### src/verilog/board_settings.svh
`ifndef BOARD_SETTINGS_SVH
`define BOARD_SETTINGS_SVH

// ----------------------------------------
// board clock and serial dividers
// ----------------------------------------

`define CLK_MHZ     27
`define SIO_DIV     4       // clocks per half period of sio_clk.
`define SCK_DIV     4       // clocks per half period of mic sck.

// ----------------------------------------
// data widths
// ----------------------------------------

`define W_SAMPLE    24      // microphone sample bits.
`define W_TM_DIGIT  8       // panel digits, keys and leds.

`endif
### src/verilog/audio_pkg.sv
`include "board_settings.svh"

package audio_pkg;

    // one microphone sample, two's complement.
    typedef logic signed [`W_SAMPLE-1:0] sample_t;

    // what the six hex digits show.
    typedef enum logic
    {
        MODE_RAW = 1'b0,    // raw sample.
        MODE_MAG = 1'b1     // absolute value.
    } display_mode_t;

endpackage

### src/verilog/tm1638_pkg.sv
`include "board_settings.svh"

package tm1638_pkg;

    // one digit, bit order hgfedcba, h is the decimal point.
    typedef logic [7:0] seg_t;

    // all digits of the panel, digit 0 is the leftmost one.
    typedef seg_t [`W_TM_DIGIT-1:0] seg_array_t;

    localparam seg_t SEG_BLANK = 8'h00;

    // ----------------------------------------
    // command bytes
    // ----------------------------------------

    localparam logic [7:0] TM_CMD_WRITE_AUTO = 8'h40;  // data write, auto increment.
    localparam logic [7:0] TM_CMD_ADDR0      = 8'hC0;  // start at display address 0.
    localparam logic [7:0] TM_CMD_DISPLAY_ON = 8'h8F;  // display on, full brightness.
    localparam logic [7:0] TM_CMD_READ_KEYS  = 8'h42;  // key scan readback.

endpackage

### src/verilog/tm_panel_if.sv
`timescale 1ns/1ns
`include "board_settings.svh"

interface tm_panel_if
    import tm1638_pkg::*;
();

    seg_array_t              segs;          // digit patterns to show.
    logic [`W_TM_DIGIT-1:0]  leds;          // one bit per led.
    logic [`W_TM_DIGIT-1:0]  keys;          // last key snapshot.
    logic                    keys_valid;    // new snapshot, one clock.

    modport ctrl    (input segs, input leds, output keys, output keys_valid);
    modport disp    (output segs, output leds);
    modport keys_in (input keys, input keys_valid);

endinterface

### src/verilog/board_top.sv
`timescale 1ns/1ns

module board_top
    import audio_pkg::*;
(
    input  logic clk,
    input  logic arst_n,

    output logic sio_clk,
    output logic sio_stb,
    output logic sio_dout,
    output logic sio_doe,
    input  logic sio_din,

    output logic mic_sck,
    output logic mic_ws,
    input  logic mic_sd
);

    tm_panel_if panel_if ();

    sample_t       sample;
    logic          sample_valid;
    display_mode_t mode;
    logic          freeze;

    // ----------------------------------------
    // microphone path
    // ----------------------------------------

    inmp441_i2s_receiver i_microphone
    (
        .clk          ( clk          ),
        .arst_n       ( arst_n       ),
        .sck          ( mic_sck      ),
        .ws           ( mic_ws       ),
        .sd           ( mic_sd       ),
        .sample       ( sample       ),
        .sample_valid ( sample_valid )
    );

    lab_control_regs i_control
    (
        .clk    ( clk      ),
        .arst_n ( arst_n   ),
        .panel  ( panel_if ),
        .mode   ( mode     ),
        .freeze ( freeze   )
    );

    level_display i_display
    (
        .clk          ( clk          ),
        .arst_n       ( arst_n       ),
        .sample       ( sample       ),
        .sample_valid ( sample_valid ),
        .mode         ( mode         ),
        .freeze       ( freeze       ),
        .panel        ( panel_if     )
    );

    // ----------------------------------------
    // panel
    // ----------------------------------------

    tm1638_board_controller i_tm1638
    (
        .clk      ( clk      ),
        .arst_n   ( arst_n   ),
        .panel    ( panel_if ),
        .sio_clk  ( sio_clk  ),
        .sio_stb  ( sio_stb  ),
        .sio_dout ( sio_dout ),
        .sio_doe  ( sio_doe  ),
        .sio_din  ( sio_din  )
    );

endmodule

### src/verilog/tm1638_board_controller.sv
`timescale 1ns/1ns
`include "board_settings.svh"

module tm1638_board_controller
    import tm1638_pkg::*;
(
    input  logic     clk,
    input  logic     arst_n,
    tm_panel_if.ctrl panel,
    output logic     sio_clk,
    output logic     sio_stb,
    output logic     sio_dout,
    output logic     sio_doe,
    input  logic     sio_din
);

    localparam int W_DIV = (`SIO_DIV > 1) ? $clog2(`SIO_DIV) : 1;

    typedef enum logic [1:0]
    {
        ST_GAP,     // strobe high between transfers.
        ST_LOAD,    // strobe low, clock high, next byte pending.
        ST_BIT      // shifting a byte.
    } state_t;

    state_t                 state;
    logic [W_DIV-1:0]       div_cnt;
    logic                   half_tick;
    logic [1:0]             xfer;       // 0 mode, 1 address and data, 2 display, 3 keys.
    logic [4:0]             byte_idx;
    logic [4:0]             last_idx;
    logic [2:0]             bit_idx;
    logic                   gap_cnt;
    logic                   reading;
    logic [3:0]             data_idx;
    logic [1:0]             rd_idx;
    logic [7:0]             cur_byte;
    logic [7:0]             tx_byte;
    logic [7:0]             rd_shift;
    logic [`W_TM_DIGIT-1:0] key_acc;
    logic [`W_TM_DIGIT-1:0] key_nxt;
    logic                   load_evt;
    logic                   rise_evt;
    logic                   byte_end;

    assign half_tick = (div_cnt == W_DIV'(`SIO_DIV - 1));
    assign reading   = (xfer == 2'd3) && (byte_idx != 5'd0);
    assign data_idx  = 4'(byte_idx - 5'd1);
    assign rd_idx    = 2'(byte_idx - 5'd1);
    assign last_idx  = (xfer == 2'd1) ? 5'd16 : (xfer == 2'd3) ? 5'd4 : 5'd0;

    assign load_evt = half_tick && (state == ST_LOAD);
    assign rise_evt = half_tick && (state == ST_BIT) && !sio_clk;
    assign byte_end = half_tick && (state == ST_BIT) && sio_clk && (bit_idx == 3'd7);

    // ----------------------------------------
    // byte to send next
    // ----------------------------------------

    always_comb
    begin
        case (xfer)
            2'd0: cur_byte = TM_CMD_WRITE_AUTO;
            2'd1:
                if (byte_idx == 5'd0)
                    cur_byte = TM_CMD_ADDR0;
                else if (!data_idx[0])
                    cur_byte = panel.segs[data_idx[3:1]];   // even address, digit.
                else
                    cur_byte = {7'd0, panel.leds[data_idx[3:1]]};
            2'd2: cur_byte = TM_CMD_DISPLAY_ON;
            default: cur_byte = (byte_idx == 5'd0) ? TM_CMD_READ_KEYS : 8'hFF;
        endcase
    end

    // key i lives in bit (i/4)*4 of read byte i mod 4.
    always_comb
    begin
        key_nxt                = key_acc;
        key_nxt[{1'b0, rd_idx}] = rd_shift[0];
        key_nxt[{1'b1, rd_idx}] = rd_shift[4];
    end

    // ----------------------------------------
    // shift registers
    // ----------------------------------------

    always_ff @(posedge clk)
    begin
        if (load_evt)
            tx_byte <= cur_byte;
        if (rise_evt && reading)
            rd_shift <= {sio_din, rd_shift[7:1]};   // lsb arrives first.
        if (byte_end && reading)
            key_acc <= key_nxt;
    end

    // ----------------------------------------
    // refresh state machine
    // ----------------------------------------

    always_ff @(posedge clk or negedge arst_n)
    begin
        if (!arst_n)
        begin
            state            <= ST_GAP;
            div_cnt          <= '0;
            xfer             <= 2'd0;
            byte_idx         <= 5'd0;
            bit_idx          <= 3'd0;
            gap_cnt          <= 1'b0;
            sio_clk          <= 1'b1;
            sio_stb          <= 1'b1;
            sio_dout         <= 1'b1;
            sio_doe          <= 1'b1;
            panel.keys       <= '0;
            panel.keys_valid <= 1'b0;
        end
        else
        begin
            panel.keys_valid <= 1'b0;
            div_cnt          <= half_tick ? '0 : div_cnt + 1'b1;

            if (half_tick)
            begin
                case (state)
                    ST_GAP:
                    begin
                        gap_cnt <= ~gap_cnt;
                        if (gap_cnt)    // two half periods high.
                        begin
                            sio_stb <= 1'b0;
                            state   <= ST_LOAD;
                        end
                    end
                    ST_LOAD:
                    begin
                        sio_clk  <= 1'b0;
                        sio_dout <= cur_byte[0];
                        sio_doe  <= !reading;   // chip drives data on reads.
                        bit_idx  <= 3'd0;
                        state    <= ST_BIT;
                    end
                    default:
                    begin
                        if (!sio_clk)
                            sio_clk <= 1'b1;    // chip samples here.
                        else if (bit_idx != 3'd7)
                        begin
                            sio_clk  <= 1'b0;
                            sio_dout <= tx_byte[bit_idx + 3'd1];
                            bit_idx  <= bit_idx + 3'd1;
                        end
                        else if (byte_idx != last_idx)
                        begin
                            byte_idx <= byte_idx + 5'd1;
                            state    <= ST_LOAD;
                        end
                        else
                        begin
                            sio_stb  <= 1'b1;   // end of transfer.
                            sio_dout <= 1'b1;
                            sio_doe  <= 1'b1;
                            byte_idx <= 5'd0;
                            xfer     <= xfer + 2'd1;
                            state    <= ST_GAP;
                            if (reading)
                            begin
                                panel.keys       <= key_nxt;
                                panel.keys_valid <= 1'b1;
                            end
                        end
                    end
                endcase
            end
        end
    end

endmodule

### src/verilog/level_display.sv
`timescale 1ns/1ns
`include "board_settings.svh"

module level_display
    import tm1638_pkg::*;
    import audio_pkg::*;
(
    input  logic          clk,
    input  logic          arst_n,
    input  sample_t       sample,
    input  logic          sample_valid,
    input  display_mode_t mode,
    input  logic          freeze,
    tm_panel_if.disp      panel
);

    localparam int N_HEX = `W_SAMPLE / 4;   // hex digits in use.

    logic                   have_sample;
    sample_t                held;
    logic [`W_SAMPLE-1:0]   mag;
    logic [`W_SAMPLE-1:0]   shown;
    seg_array_t             segs_nxt;
    logic [`W_TM_DIGIT-1:0] leds_nxt;
    int                     bar_n;

    // ----------------------------------------
    // helpers
    // ----------------------------------------

    function automatic seg_t hex_seg(input logic [3:0] nib);
        case (nib)
            4'h0: return 8'h3F;
            4'h1: return 8'h06;
            4'h2: return 8'h5B;
            4'h3: return 8'h4F;
            4'h4: return 8'h66;
            4'h5: return 8'h6D;
            4'h6: return 8'h7D;
            4'h7: return 8'h07;
            4'h8: return 8'h7F;
            4'h9: return 8'h6F;
            4'hA: return 8'h77;
            4'hB: return 8'h7C;
            4'hC: return 8'h39;
            4'hD: return 8'h5E;
            4'hE: return 8'h79;
            default: return 8'h71;
        endcase
    endfunction

    // top set bit minus 15, clipped to the led count.
    function automatic int bar_len(input logic [`W_SAMPLE-1:0] m);
        int top;
        int len;
        top = -1;
        for (int i = 0; i < `W_SAMPLE; i++)
        begin
            if (m[i])
                top = i;
        end
        len = top - 15;
        if (len < 0)
            len = 0;
        if (len > `W_TM_DIGIT)
            len = `W_TM_DIGIT;
        return len;
    endfunction

    // ----------------------------------------
    // value selection and encoding
    // ----------------------------------------

    assign mag   = held[`W_SAMPLE-1] ? -held : held;
    assign shown = (mode == MODE_MAG) ? mag : held;
    assign bar_n = bar_len(mag);

    always_comb
    begin
        segs_nxt = {`W_TM_DIGIT{SEG_BLANK}};    // digits past the hex ones stay dark.
        for (int d = 0; d < N_HEX; d++)
            segs_nxt[d] = hex_seg(shown[`W_SAMPLE-1-4*d -: 4]);

        for (int i = 0; i < `W_TM_DIGIT; i++)
            leds_nxt[i] = (i < bar_n);
    end

    // ----------------------------------------
    // sample hold and outputs
    // ----------------------------------------

    always_ff @(posedge clk)
    begin
        if (sample_valid && !freeze)
            held <= sample;
    end

    always_ff @(posedge clk or negedge arst_n)
    begin
        if (!arst_n)
        begin
            have_sample <= 1'b0;
            panel.segs  <= {`W_TM_DIGIT{SEG_BLANK}};
            panel.leds  <= '0;
        end
        else
        begin
            if (sample_valid && !freeze)
                have_sample <= 1'b1;
            if (have_sample)
            begin
                panel.segs <= segs_nxt;
                panel.leds <= leds_nxt;
            end
        end
    end

endmodule

### src/verilog/lab_control_regs.sv
`timescale 1ns/1ns
`include "board_settings.svh"

module lab_control_regs
    import audio_pkg::*;
(
    input  logic           clk,
    input  logic           arst_n,
    tm_panel_if.keys_in    panel,
    output display_mode_t  mode,
    output logic           freeze
);

    logic [`W_TM_DIGIT-1:0] keys_prev;  // snapshot from the last refresh.
    logic [`W_TM_DIGIT-1:0] key_rise;

    // a key counts as pressed once, when it goes from up to down.
    assign key_rise = panel.keys & ~keys_prev;

    always_ff @(posedge clk or negedge arst_n)
    begin
        if (!arst_n)
        begin
            keys_prev <= '0;
            mode      <= MODE_RAW;
            freeze    <= 1'b0;
        end
        else if (panel.keys_valid)
        begin
            keys_prev <= panel.keys;

            if (key_rise[0])
                mode <= (mode == MODE_RAW) ? MODE_MAG : MODE_RAW;

            if (key_rise[1])
                freeze <= ~freeze;  // hold the display.
        end
    end

endmodule

### src/verilog/inmp441_i2s_receiver.sv
`timescale 1ns/1ns
`include "board_settings.svh"

module inmp441_i2s_receiver
    import audio_pkg::*;
(
    input  logic    clk,
    input  logic    arst_n,
    output logic    sck,
    output logic    ws,
    input  logic    sd,
    output sample_t sample,
    output logic    sample_valid
);

    localparam int W_DIV = (`SCK_DIV > 1) ? $clog2(`SCK_DIV) : 1;

    logic [W_DIV-1:0]     div_cnt;
    logic                 sck_tick;     // last clock of an sck half period.
    logic [5:0]           bit_cnt;      // sck period within the frame.
    logic [5:0]           bit_cnt_nxt;
    logic                 take_bit;
    logic [`W_SAMPLE-1:0] shift_reg;
    logic                 capture_done;

    assign sck_tick    = (div_cnt == W_DIV'(`SCK_DIV - 1));
    assign bit_cnt_nxt = bit_cnt + 6'd1;

    // msb sits in the second bit of the left slot.
    assign take_bit = sck_tick && !sck
                   && (bit_cnt >= 6'd1) && (bit_cnt <= 6'(`W_SAMPLE));

    // ----------------------------------------
    // sck and ws generation
    // ----------------------------------------

    always_ff @(posedge clk or negedge arst_n)
    begin
        if (!arst_n)
        begin
            div_cnt <= '0;
            sck     <= 1'b0;
            ws      <= 1'b0;
            bit_cnt <= 6'd0;
        end
        else if (sck_tick)
        begin
            div_cnt <= '0;
            sck     <= ~sck;
            if (sck)    // falling edge of sck.
            begin
                bit_cnt <= bit_cnt_nxt;
                ws      <= bit_cnt_nxt[5];    // high for the right slot.
            end
        end
        else
            div_cnt <= div_cnt + 1'b1;
    end

    // ----------------------------------------
    // data capture
    // ----------------------------------------

    always_ff @(posedge clk)
    begin
        if (take_bit)
            shift_reg <= {shift_reg[`W_SAMPLE-2:0], sd};   // msb first.
        if (capture_done)
            sample <= shift_reg;
    end

    always_ff @(posedge clk or negedge arst_n)
    begin
        if (!arst_n)
        begin
            capture_done <= 1'b0;
            sample_valid <= 1'b0;
        end
        else
        begin
            capture_done <= take_bit && (bit_cnt == 6'(`W_SAMPLE));
            sample_valid <= capture_done;
        end
    end

endmodule

### config.mk
export PLATFORM = sky130hd
export DESIGN_NAME = board_top
export DESIGN_NICKNAME = d
export VERILOG_FILES = /design/src/verilog/audio_pkg.sv /design/src/verilog/tm1638_pkg.sv /design/src/verilog/tm_panel_if.sv /design/src/verilog/board_top.sv /design/src/verilog/tm1638_board_controller.sv /design/src/verilog/level_display.sv /design/src/verilog/lab_control_regs.sv /design/src/verilog/inmp441_i2s_receiver.sv
export VERILOG_INCLUDE_DIRS = /design/src /design/src/verilog
export SDC_FILE = /design/constraint.sdc
export NUM_CORES = 1
export LEC_CHECK = 0
export BUFFER_PORTS_ARGS = -buffer_cell sky130_fd_sc_hd__buf_2
export CAP_MARGIN = 20
export CORE_MARGIN = 1
export CORE_UTILIZATION = 50
export DETAILED_ROUTE_END_ITERATION = 6
export PLACE_DENSITY = 0.63
export SKIP_LAST_GASP = 1
export SYNTH_ARGS = -nofsm -noshare
export SYNTH_HDL_FRONTEND = slang
export SYNTH_SLANG_ARGS = --single-unit
### constraint.sdc
create_clock -name clk -period 6.5 [get_ports clk]
set_input_delay 0.975 -clock clk [delete_from_list [all_inputs] [get_ports clk]]
set_output_delay 0.975 -clock clk [all_outputs]
set_load 0.02 [all_outputs]
==> results.yml, run 1 <==
setup_path:
  worstPathArrival_ns: 5.96
  worstSetupPathType: "flop to flop"
  worst_setup_path_start_kind: "flop"
  critPathRequiredTime_ns: 6.81
  crit_fanout: 13
  critPathCaptureType: "flop"
drt:
  drt_drc_violations_left: 0
  wire_per_inst_microns: 16.4
  dr.pass1.iters: 5
  totalWireLength_microns: 20800
  detail-route-antenna-nets: 0
  vias: 7287
  drtIter0Drc: 727
  drt-vias-per-instance: 5.77
global_routing:
  grt_pass1_vias: 6903
  wire_length_of_the_first_global_routing_pass_microns: 34900
  grt_max_degree: 67
  antenna_found_initial: 0
  grt_usage: 0.203
  grt-ovfl-total: 0
floorplan:
  num_rows: 52
  fp.coreArea_sq_um: 20400
  start_util: 0.514
  design.die.area_sq_um: 21500
  die_wd_microns: 147
  die_height_microns: 147
  design.portCount: 10
cts:
  cts_sink_cnt: 178
  clock_root_buffer: "sky130_fd_sc_hd__clkbuf_16"
  clockBufferDepth: 2
  post-cts-setup-buffers: 0
  ctsResizeCount: 0
  clkLatencyLatePin_ns: 0.44
  cts_buffers: 17
  cts-hold-fix-buffers: 0
  cts_tree: "yes"
  h_tree_lvls: 4
  clk_pin_slew_ns: 0.07
sta:
  smallest_setup_slack_after_layout_ns: 0.847
  worstMarginPinSlew_ns: 1.07
  final-hold-violation-count: 0
  clock.fmax_ghz: 0.177
  whs_ns: 0.410
  report.final.slew_viol_count: 0
  finalSetupViolCount: 0
  timing.max_slew.rel_slack: 0.287
  unrepaired_setup_endpoints_after_global_routing: "false"
  final.setup_skew_ns: 0.0145
  fin_crit_ns: 5.65
  final_min_period_over_clock_period: 0.870
  final.setup.tns_ns: 0
power_and_ir_drop:
  power_per_cell_area_nw_per_um2: 194
  p_leak_nw: 4.38
  netSwitchingFraction: 0.229
  power_frac_comb: 0.005
  pwr-share-seq: 0.538
  p_switching_mw: 0.500
  pwr-share-clk: 0.457
  p_int_mw: 1.69
  worst_supply_voltage_drop_on_vdd_mv: 0.167
finish:
  final_core_utilization: 0.554
  layoutNonFillerInstCount: 1263
  antenna_cells: 0
  largest_reg_flops: 42
  largest_register: "i_display.panel.segs"
  fillCellCount: 1783
  layout-drive-gt1-share: 0.113
  synthToLayoutAreaGrowth_pct: 7.76
  nets: 1053
logic_synthesis:
  synth.distinct_cells: 81
  postSynthNetCount: 1071
  syn_inst: 998
  synth_edf_count: 90
  yosys_register_bits: 178
  synth_seq_area_share: 0.469
  yosys_warnings: 0
  async_reset_ff_frac: 0.494
  synth_area_sq_um: 10500
  synth-main-ff-cell: "sky130_fd_sc_hd__edfxtp_1"
  synthesis.area_per_instance_sq_um: 10.5
outcome:
  run_status: "finished clean"
flow_run:
  cap_violations: 0
placed_design:
  pre_cts_ws_ns: 0.918
  port_buffers: 9
  post-dp-hpwl_microns: 14900
  dp_cells: 1229
  place_congestion: 0.846
hold_path:
  worstHoldPathType: "flop to flop"
==> per-stage QoR <==
stage	instance area (sq um)	power (mW)
after global routing	11300	2.26
after CTS	11300	2.21
after detailed placement	10700	1.21
after global placement	10700	1.21
after floorplan	10500	1.20
final	11300	2.18
==> cell usage after synthesis, types with 14 or more instances <==
cell type                   n  area share
sky130_fd_sc_hd__dfrtp_1   84        0.20
sky130_fd_sc_hd__nor2_1    65       0.023
sky130_fd_sc_hd__a21oi_1   56       0.027
sky130_fd_sc_hd__mux4_2    15       0.032
sky130_fd_sc_hd__o21ai_0   78       0.037
sky130_fd_sc_hd__ha_1      69       0.082
sky130_fd_sc_hd__edfxtp_1  90        0.26
sky130_fd_sc_hd__clkbuf_1  48       0.017
sky130_fd_sc_hd__xor2_1    25       0.021
sky130_fd_sc_hd__a211oi_1  14       0.010
sky130_fd_sc_hd__nor3_1    29       0.014
sky130_fd_sc_hd__nand2_1   80       0.029
sky130_fd_sc_hd__nand3_1   21       0.010
sky130_fd_sc_hd__xnor2_1   31       0.026
sky130_fd_sc_hd__inv_1     59       0.021
sky130_fd_sc_hd__o221ai_1  19       0.016
==> critical path: stages (launching register included) <==
cell and delay (ns):
sky130_fd_sc_hd__edfxtp_1 0.56, sky130_fd_sc_hd__inv_1 0.19, sky130_fd_sc_hd__ha_1 0.36, sky130_fd_sc_hd__or3b_2 0.51, sky130_fd_sc_hd__nor3_1 0.30, sky130_fd_sc_hd__o21ai_0 0.15
sky130_fd_sc_hd__a211oi_1 0.20, sky130_fd_sc_hd__o21ai_0 0.19, sky130_fd_sc_hd__a211oi_2 0.44, sky130_fd_sc_hd__nor3_1 0.14, sky130_fd_sc_hd__nor2_1 0.25, sky130_fd_sc_hd__ha_1 0.31
sky130_fd_sc_hd__nand2_1 0.12, sky130_fd_sc_hd__nand2_1 0.08, sky130_fd_sc_hd__ha_1 0.21, sky130_fd_sc_hd__or4b_2 0.63, sky130_fd_sc_hd__nor4_1 0.35, sky130_fd_sc_hd__nand2_1 0.16
sky130_fd_sc_hd__a211oi_4 0.26, sky130_fd_sc_hd__a31oi_1 0.11
==> power by group through the flow <==
stage	combinational, mW	sequential [mW]	clock [mW]
after floorplan	0.00000214	1.20	0
after global placement	0.0128	1.20	0
after detailed placement	0.0129	1.20	0
after CTS	0.0130	1.18	1.02
after global routing	0.0144	1.17	1.07
final	0.0119	1.18	0.998
==> cell type report <==
class,count,area (sq um),area share
multi-input combinational,703,5100,0.452
inverter,59,221,0.0196
timing repair buffer,21,138,0.0122
tap,270,338,0.0300
clock buffer,17,425,0.0377
sequential,178,4910,0.435
clock inverter,15,148,0.0131
==> cells in the final DEF, fill, tap and decap left out, drive strengths merged, types with 15 or more instances in the layout <==
cell	synthesis	final
nand3	21	21
ha	69	69
o21ai	87	87
buf	10	21
edfxtp	90	90
inv	59	66
nor2	66	66
xnor2	31	31
a211oi	17	17
o221ai	19	19
a21oi	56	56
mux4	15	15
nor3	30	30
xor2	26	26
clkbuf	48	17
nand2	80	80
dfrtp	84	84
==> worst paths after layout <==
| check | startpoint | end | slack [ns] | cells after the start |
|---|---|---|---|---|
| min reg2reg | i_microphone.sample[10] | i_display.held[10] | 0.41 | 0 |
| max in group asynchronous | arst_n | i_display.have_sample | 4.92 | 2 |
| min | i_microphone.sample[10] | i_display.held[10] | 0.41 | 0 |
| max reg2reg | i_display.held[0] | i_display.panel.leds[0] | 0.85 | 19 |
| min in group asynchronous | arst_n | i_display.panel.segs[42] | 0.53 | 1 |
| max | i_display.held[0] | i_display.panel.leds[0] | 0.85 | 19 |
==> kinds of logic after synthesis <==
kind of cell	share of synthesized area
compound gates	0.163
xor+xnor	0.0484
fa+ha+maj	0.0825
buf+inv	0.0446
flops	0.469
mux	0.0569
simple gates	0.135
==> layer usage <==
metal  track usage  routed length [microns]  vias up
met5             0                        0        -
met2         0.327                     9730      158
met3        0.0388                      760       19
li1              -                        -     3628
met4        0.0490                      216        0
met1         0.284                    10100     3482
No activity file was read; power rests on OpenSTA's default activity.
==> run 2, diff against run 1 <==
clock period = 6.6 ns   (was 6.5 ns; I/O delays follow)
==> run 2 against run 1 <==
  * Clock skew shrank 0.0066 ns
  * Count of clock-buffer cells in the layout is the same
  * Critical endpoint unchanged
  * Largest power group unchanged
  * Highest routed layer unchanged
  * Utilization is essentially flat
  * Critical path depth is the same
  * Sequential share of layout area is essentially flat
==> results.yml, run 2 (same netlist as run 1, synthesis figures left out) <==
sta:
  clock.fmax_ghz: 0.176
  timing.max_slew.rel_slack: 0.325
  final-hold-violation-count: 0
  finalSetupViolCount: 0
  fin_crit_ns: 5.69
  report.final.slew_viol_count: 0
  unrepaired_setup_endpoints_after_global_routing: "false"
  worstMarginPinSlew_ns: 1.01
  final.setup_skew_ns: 0.00785
  final.setup.tns_ns: 0
  final_min_period_over_clock_period: 0.862
drt:
  drtIter0Drc: 654
  dr.pass1.iters: 5
  drt-vias-per-instance: 5.81
  detail-route-antenna-nets: 0
  totalWireLength_microns: 21600
  wire_per_inst_microns: 17.1
  drt_drc_violations_left: 0
  vias: 7334
global_routing:
  grt_pass1_vias: 7081
  wire_length_of_the_first_global_routing_pass_microns: 36300
  grt-ovfl-total: 0
  grt_max_degree: 47
  antenna_found_initial: 0
  grt_usage: 0.212
finish:
  synthToLayoutAreaGrowth_pct: 7.83
  seqCellArea_sq_um: 4910
  largest_register: "i_display.panel.segs"
  layoutNonFillerInstCount: 1263
  layout_common_cells: "90 x sky130_fd_sc_hd__edfxtp_1, 83 x sky130_fd_sc_hd__dfrtp_1, 80 x sky130_fd_sc_hd__nand2_1"
  largest_reg_flops: 42
  fillCellCount: 1746
  antenna_cells: 0
  final_area_sq_um: 11300
  most_common_cell_after_layout_fill_and_taps_aside: "sky130_fd_sc_hd__edfxtp_1"
  nets: 1053
  multiInputGateArea_sq_um: 5100
  layout-drive-gt1-share: 0.113
cts:
  ctsResizeCount: 0
  clk_pin_slew_ns: 0.07
  clkLatencyLatePin_ns: 0.43
  clock_root_buffer: "sky130_fd_sc_hd__clkbuf_16"
  post-cts-setup-buffers: 0
  cts_tree: "yes"
  clockBufferDepth: 2
  cts-hold-fix-buffers: 0
  cts_buffers: 17
  cts_sink_cnt: 178
  h_tree_lvls: 4
setup_path:
  cp-startpoint: "i_display.held[0]"
  critPathCaptureType: "flop"
  crit_fanout: 13
  worstSetupPathType: "flop to flop"
  critPathRequiredTime_ns: 6.90
  worst_setup_path_start_kind: "flop"
  worstPathArrival_ns: 5.99
  launch_point_of_the_worst_reg_to_reg_path: "i_display.held[0]"
power_and_ir_drop:
  worst_supply_voltage_drop_on_vdd_mv: 0.164
  p_leak_nw: 4.39
  design_power_total_mw: 2.17
  power_per_cell_area_nw_per_um2: 192
floorplan:
  design.portCount: 10
  design.die.area_sq_um: 21500
  fp.coreArea_sq_um: 20400
  die_height_microns: 147
  die_wd_microns: 147
  start_util: 0.514
  num_rows: 52
placed_design:
  post-dp-hpwl_microns: 15300
  port_buffers: 9
  place_area_sq_um: 10700
  place_congestion: 0.854
  dp_cells: 1229
hold_path:
  worstHoldPathType: "flop to flop"
  hold_path.startpoint: "i_microphone.sample[11]"
outcome:
  run_status: "finished clean"
flow_run:
  cap_violations: 0
[run 2: cell types whose count changed in the layout (fill, tap and decap cells not counted)]
cell                         previous run  this run
sky130_fd_sc_hd__buf_4                 13        12
sky130_fd_sc_hd__buf_8                  0         1
sky130_fd_sc_hd__bufinv_16              0         1
sky130_fd_sc_hd__clkinv_2               0         2
sky130_fd_sc_hd__clkinv_8               2         0
sky130_fd_sc_hd__clkinvlp_4             3         2
[run 2: worst paths after layout]
check                                           end  slack (ns)  cells after the start
setup / recovery            i_display.panel.leds[0]        0.91                     19
min in group asynchronous  i_display.panel.segs[42]        0.55                      1
hold reg to reg                  i_display.held[11]        0.41                      0
setup reg to reg            i_display.panel.leds[0]        0.91                     19
hold / removal                   i_display.held[11]        0.41                      0
max in group asynchronous     i_display.have_sample        4.99                      2
[run 2: report_power, final]
group	leakage, nW	switching [mW]	internal (mW)
clock network	0.279	0.468	0.532
logic	2.14	0.0107	0.00117
registers	1.97	0	1.16
total	4.39	0.478	1.69
[run 2: layer usage]
| layer | GRT usage | wire (microns) |
|---|---|---|
| met1 | 0.297 | 10400 |
| met2 | 0.335 | 10000 |
| met3 | 0.0366 | 759 |
| met4 | 0.0688 | 399 |
| met5 | 0 | 0 |
[run 2: critical path: stages, from the launching register on]
cell	delay, ns
sky130_fd_sc_hd__edfxtp_1	0.55
sky130_fd_sc_hd__inv_1	0.19
sky130_fd_sc_hd__ha_1	0.35
sky130_fd_sc_hd__or3b_2	0.50
sky130_fd_sc_hd__nor3_1	0.30
sky130_fd_sc_hd__o21ai_0	0.15
sky130_fd_sc_hd__a211oi_1	0.18
sky130_fd_sc_hd__o21ai_0	0.18
sky130_fd_sc_hd__a211oi_2	0.43
sky130_fd_sc_hd__nor3_1	0.14
sky130_fd_sc_hd__nor2_1	0.25
sky130_fd_sc_hd__ha_1	0.31
sky130_fd_sc_hd__nand2_1	0.14
sky130_fd_sc_hd__nand2_1	0.11
sky130_fd_sc_hd__ha_1	0.23
sky130_fd_sc_hd__or4b_2	0.63
sky130_fd_sc_hd__nor4_1	0.36
sky130_fd_sc_hd__nand2_1	0.17
sky130_fd_sc_hd__a211oi_4	0.25
sky130_fd_sc_hd__a31oi_1	0.13
[run 2: layout make-up]
class,count,share of cell area
multi-input cells,703,0.452
flip-flops and latches,178,0.435
clock buffers,17,0.0377
well taps,270,0.0299
inverters,59,0.0196
clock inverters,15,0.0131
repair buffers,21,0.0129
[run 2: stage by stage]
step | hold slack, ns | utilization | setup WS [ns]
floorplan | 0.400 | - | 1.45
global placement | 0.401 | 0.525 | 1.21
detailed placement | 0.405 | 0.525 | 1.06
CTS | 0.416 | 0.553 | 0.937
global route | 0.420 | 0.554 | 0.428
finish | 0.414 | 0.554 | 0.910
==> run 3, diff against run 2 <==
CORE_UTILIZATION = 60   (was 50)
CTS_CLUSTER_DIAMETER = 40   (was default)
PLACE_DENSITY = 0.74   (was 0.63)
==> run 3 against run 2 <==
  * Non-clock buffer count fell by 2
  * Die area fell by 16%
  * Cell count fell by 4.1%
  * Sequential share of layout area rose by 0.12 points
  * Clock skew rose by 0.0056 ns
  * Critical path depth did not move
  * Critical path type unchanged
  * First-iteration DRC count rose by 15%
  * Total power rose by 2.2%
  * Fmax barely moved
  * Count of clock-buffer cells in the layout did not move
  * Largest power group unchanged
  * Largest cell class unchanged
==> results.yml, run 3 (same netlist as run 1, synthesis figures left out) <==
setup_path:
  worstPathArrival_ns: 5.99
  worstSetupPathType: "flop to flop"
  worst_setup_path_start_kind: "flop"
  critPathCaptureType: "flop"
  crit_fanout: 13
  critPathRequiredTime_ns: 6.90
floorplan:
  die_height_microns: 134
  design.die.area_sq_um: 18000
  die_wd_microns: 134
  num_rows: 47
  start_util: 0.622
  fp.coreArea_sq_um: 16800
  design.portCount: 10
cts:
  clkLatencyLatePin_ns: 0.43
  clock_root_buffer: "sky130_fd_sc_hd__clkbuf_16"
  cts-hold-fix-buffers: 0
  post-cts-setup-buffers: 0
  h_tree_lvls: 4
  cts_tree: "yes"
  cts_buffers: 17
  cts_sink_cnt: 178
  clockBufferDepth: 2
  ctsResizeCount: 0
  clk_pin_slew_ns: 0.07
placed_design:
  place_congestion: 0.976
  post-dp-hpwl_microns: 14600
  port_buffers: 9
finish:
  largest_reg_flops: 42
  layout_common_cells: "90 x sky130_fd_sc_hd__edfxtp_1, 83 x sky130_fd_sc_hd__dfrtp_1, 80 x sky130_fd_sc_hd__nand2_1"
  synthToLayoutAreaGrowth_pct: 7.53
  antenna_cells: 0
  layout-drive-gt1-share: 0.112
  nets: 1051
  largest_register: "i_display.panel.segs"
  most_common_cell_after_layout_fill_and_taps_aside: "sky130_fd_sc_hd__edfxtp_1"
outcome:
  run_status: "finished clean"
global_routing:
  wire_length_of_the_first_global_routing_pass_microns: 35300
  grt_pass1_vias: 7059
  grt-ovfl-total: 0
  grt_max_degree: 76
  grt_usage: 0.248
  antenna_found_initial: 0
sta:
  timing.max_slew.rel_slack: 0.331
  fin_crit_ns: 5.69
  worstMarginPinSlew_ns: 1.00
  final-hold-violation-count: 0
  final_min_period_over_clock_period: 0.861
  report.final.slew_viol_count: 0
  final.setup.tns_ns: 0
  clock.fmax_ghz: 0.176
  final.setup_skew_ns: 0.0135
  finalSetupViolCount: 0
  whs_ns: 0.399
  unrepaired_setup_endpoints_after_global_routing: "false"
power_and_ir_drop:
  power_per_cell_area_nw_per_um2: 197
  p_leak_nw: 4.40
  worst_supply_voltage_drop_on_vdd_mv: 0.198
drt:
  wire_per_inst_microns: 17.1
  drt-vias-per-instance: 6.13
  detail-route-antenna-nets: 0
  drtIter0Drc: 755
  vias: 7425
  totalWireLength_microns: 20800
  dr.pass1.iters: 6
  drt_drc_violations_left: 0
hold_path:
  worstHoldPathType: "input port to async pin"
flow_run:
  cap_violations: 0
run 3: changes by cell type in the layout (fill, tap and decap cells not counted), sizes merged:
| cell | previous run | this run |
|---|---|---|
| inv | 66 | 65 |
| bufinv | 1 | 2 |
| buf | 21 | 19 |
run 3: cell type report:
class	count	area [sq um]
multi-input combinational	703	5100
fill	1332	5570
timing repair buffer	19	130
inverter	59	221
sequential	178	4910
clock inverter	15	194
tap	220	275
clock buffer	17	425
run 3: where the power goes:
group          leakage [nW]  total (mW)  switching, mW  internal [mW]
clock                 0.296        1.05          0.472          0.577
combinational          2.13      0.0115         0.0103        0.00117
sequential             1.97        1.16              0           1.16
run 3: worst paths after layout:
path                                         from                       end  slack (ns)  cells after the start
max                             i_display.held[0]   i_display.panel.leds[0]        0.91                     19
min                                        arst_n  i_display.panel.segs[41]        0.40                      1
max reg2reg                     i_display.held[0]   i_display.panel.leds[0]        0.91                     19
min reg2reg                i_microphone.sample[4]         i_display.held[4]        0.41                      0
max in group asynchronous                  arst_n     i_display.have_sample        4.94                      2
min in group clk           i_microphone.sample[4]         i_display.held[4]        0.41                      0
run 3: critical path, stage by stage (launching register included):
cell and delay (ns):
sky130_fd_sc_hd__edfxtp_1 0.56, sky130_fd_sc_hd__inv_1 0.19, sky130_fd_sc_hd__ha_1 0.37, sky130_fd_sc_hd__or3b_2 0.51
sky130_fd_sc_hd__nor3_1 0.30, sky130_fd_sc_hd__o21ai_0 0.15, sky130_fd_sc_hd__a211oi_1 0.20, sky130_fd_sc_hd__o21ai_0 0.19
sky130_fd_sc_hd__a211oi_2 0.44, sky130_fd_sc_hd__nor3_1 0.14, sky130_fd_sc_hd__nor2_1 0.24, sky130_fd_sc_hd__ha_1 0.30
sky130_fd_sc_hd__nand2_1 0.12, sky130_fd_sc_hd__nand2_1 0.10, sky130_fd_sc_hd__ha_1 0.23, sky130_fd_sc_hd__or4b_2 0.63
sky130_fd_sc_hd__nor4_1 0.33, sky130_fd_sc_hd__nand2_1 0.16, sky130_fd_sc_hd__a211oi_4 0.26, sky130_fd_sc_hd__a31oi_1 0.12
run 3: per-stage QoR:
| stage | setup WS [ns] | cells | cell area [sq um] | util | power [mW] |
|---|---|---|---|---|---|
| detailed placement | 1.09 | 1178 | 10600 | 0.631 | 1.19 |
| floorplan | 1.45 | 998 | 10500 | - | 1.18 |
| finish | 0.915 | 1211 | 11300 | 0.669 | 2.22 |
| global placement | 1.27 | 1178 | 10600 | 0.631 | 1.19 |
| global route | 0.551 | 1211 | 11300 | 0.669 | 2.28 |
| CTS | 1.03 | 1210 | 11200 | 0.668 | 2.24 |
run 3: routing by layer:
layer	GRT usage	routed length, microns	share of wire	up-vias
met5	0	0	0	-
met1	0.353	9940	0.48	3590
met2	0.385	9440	0.45	186
li1	-	-	-	3609
met3	0.0336	800	0.039	40
met4	0.105	573	0.028	0
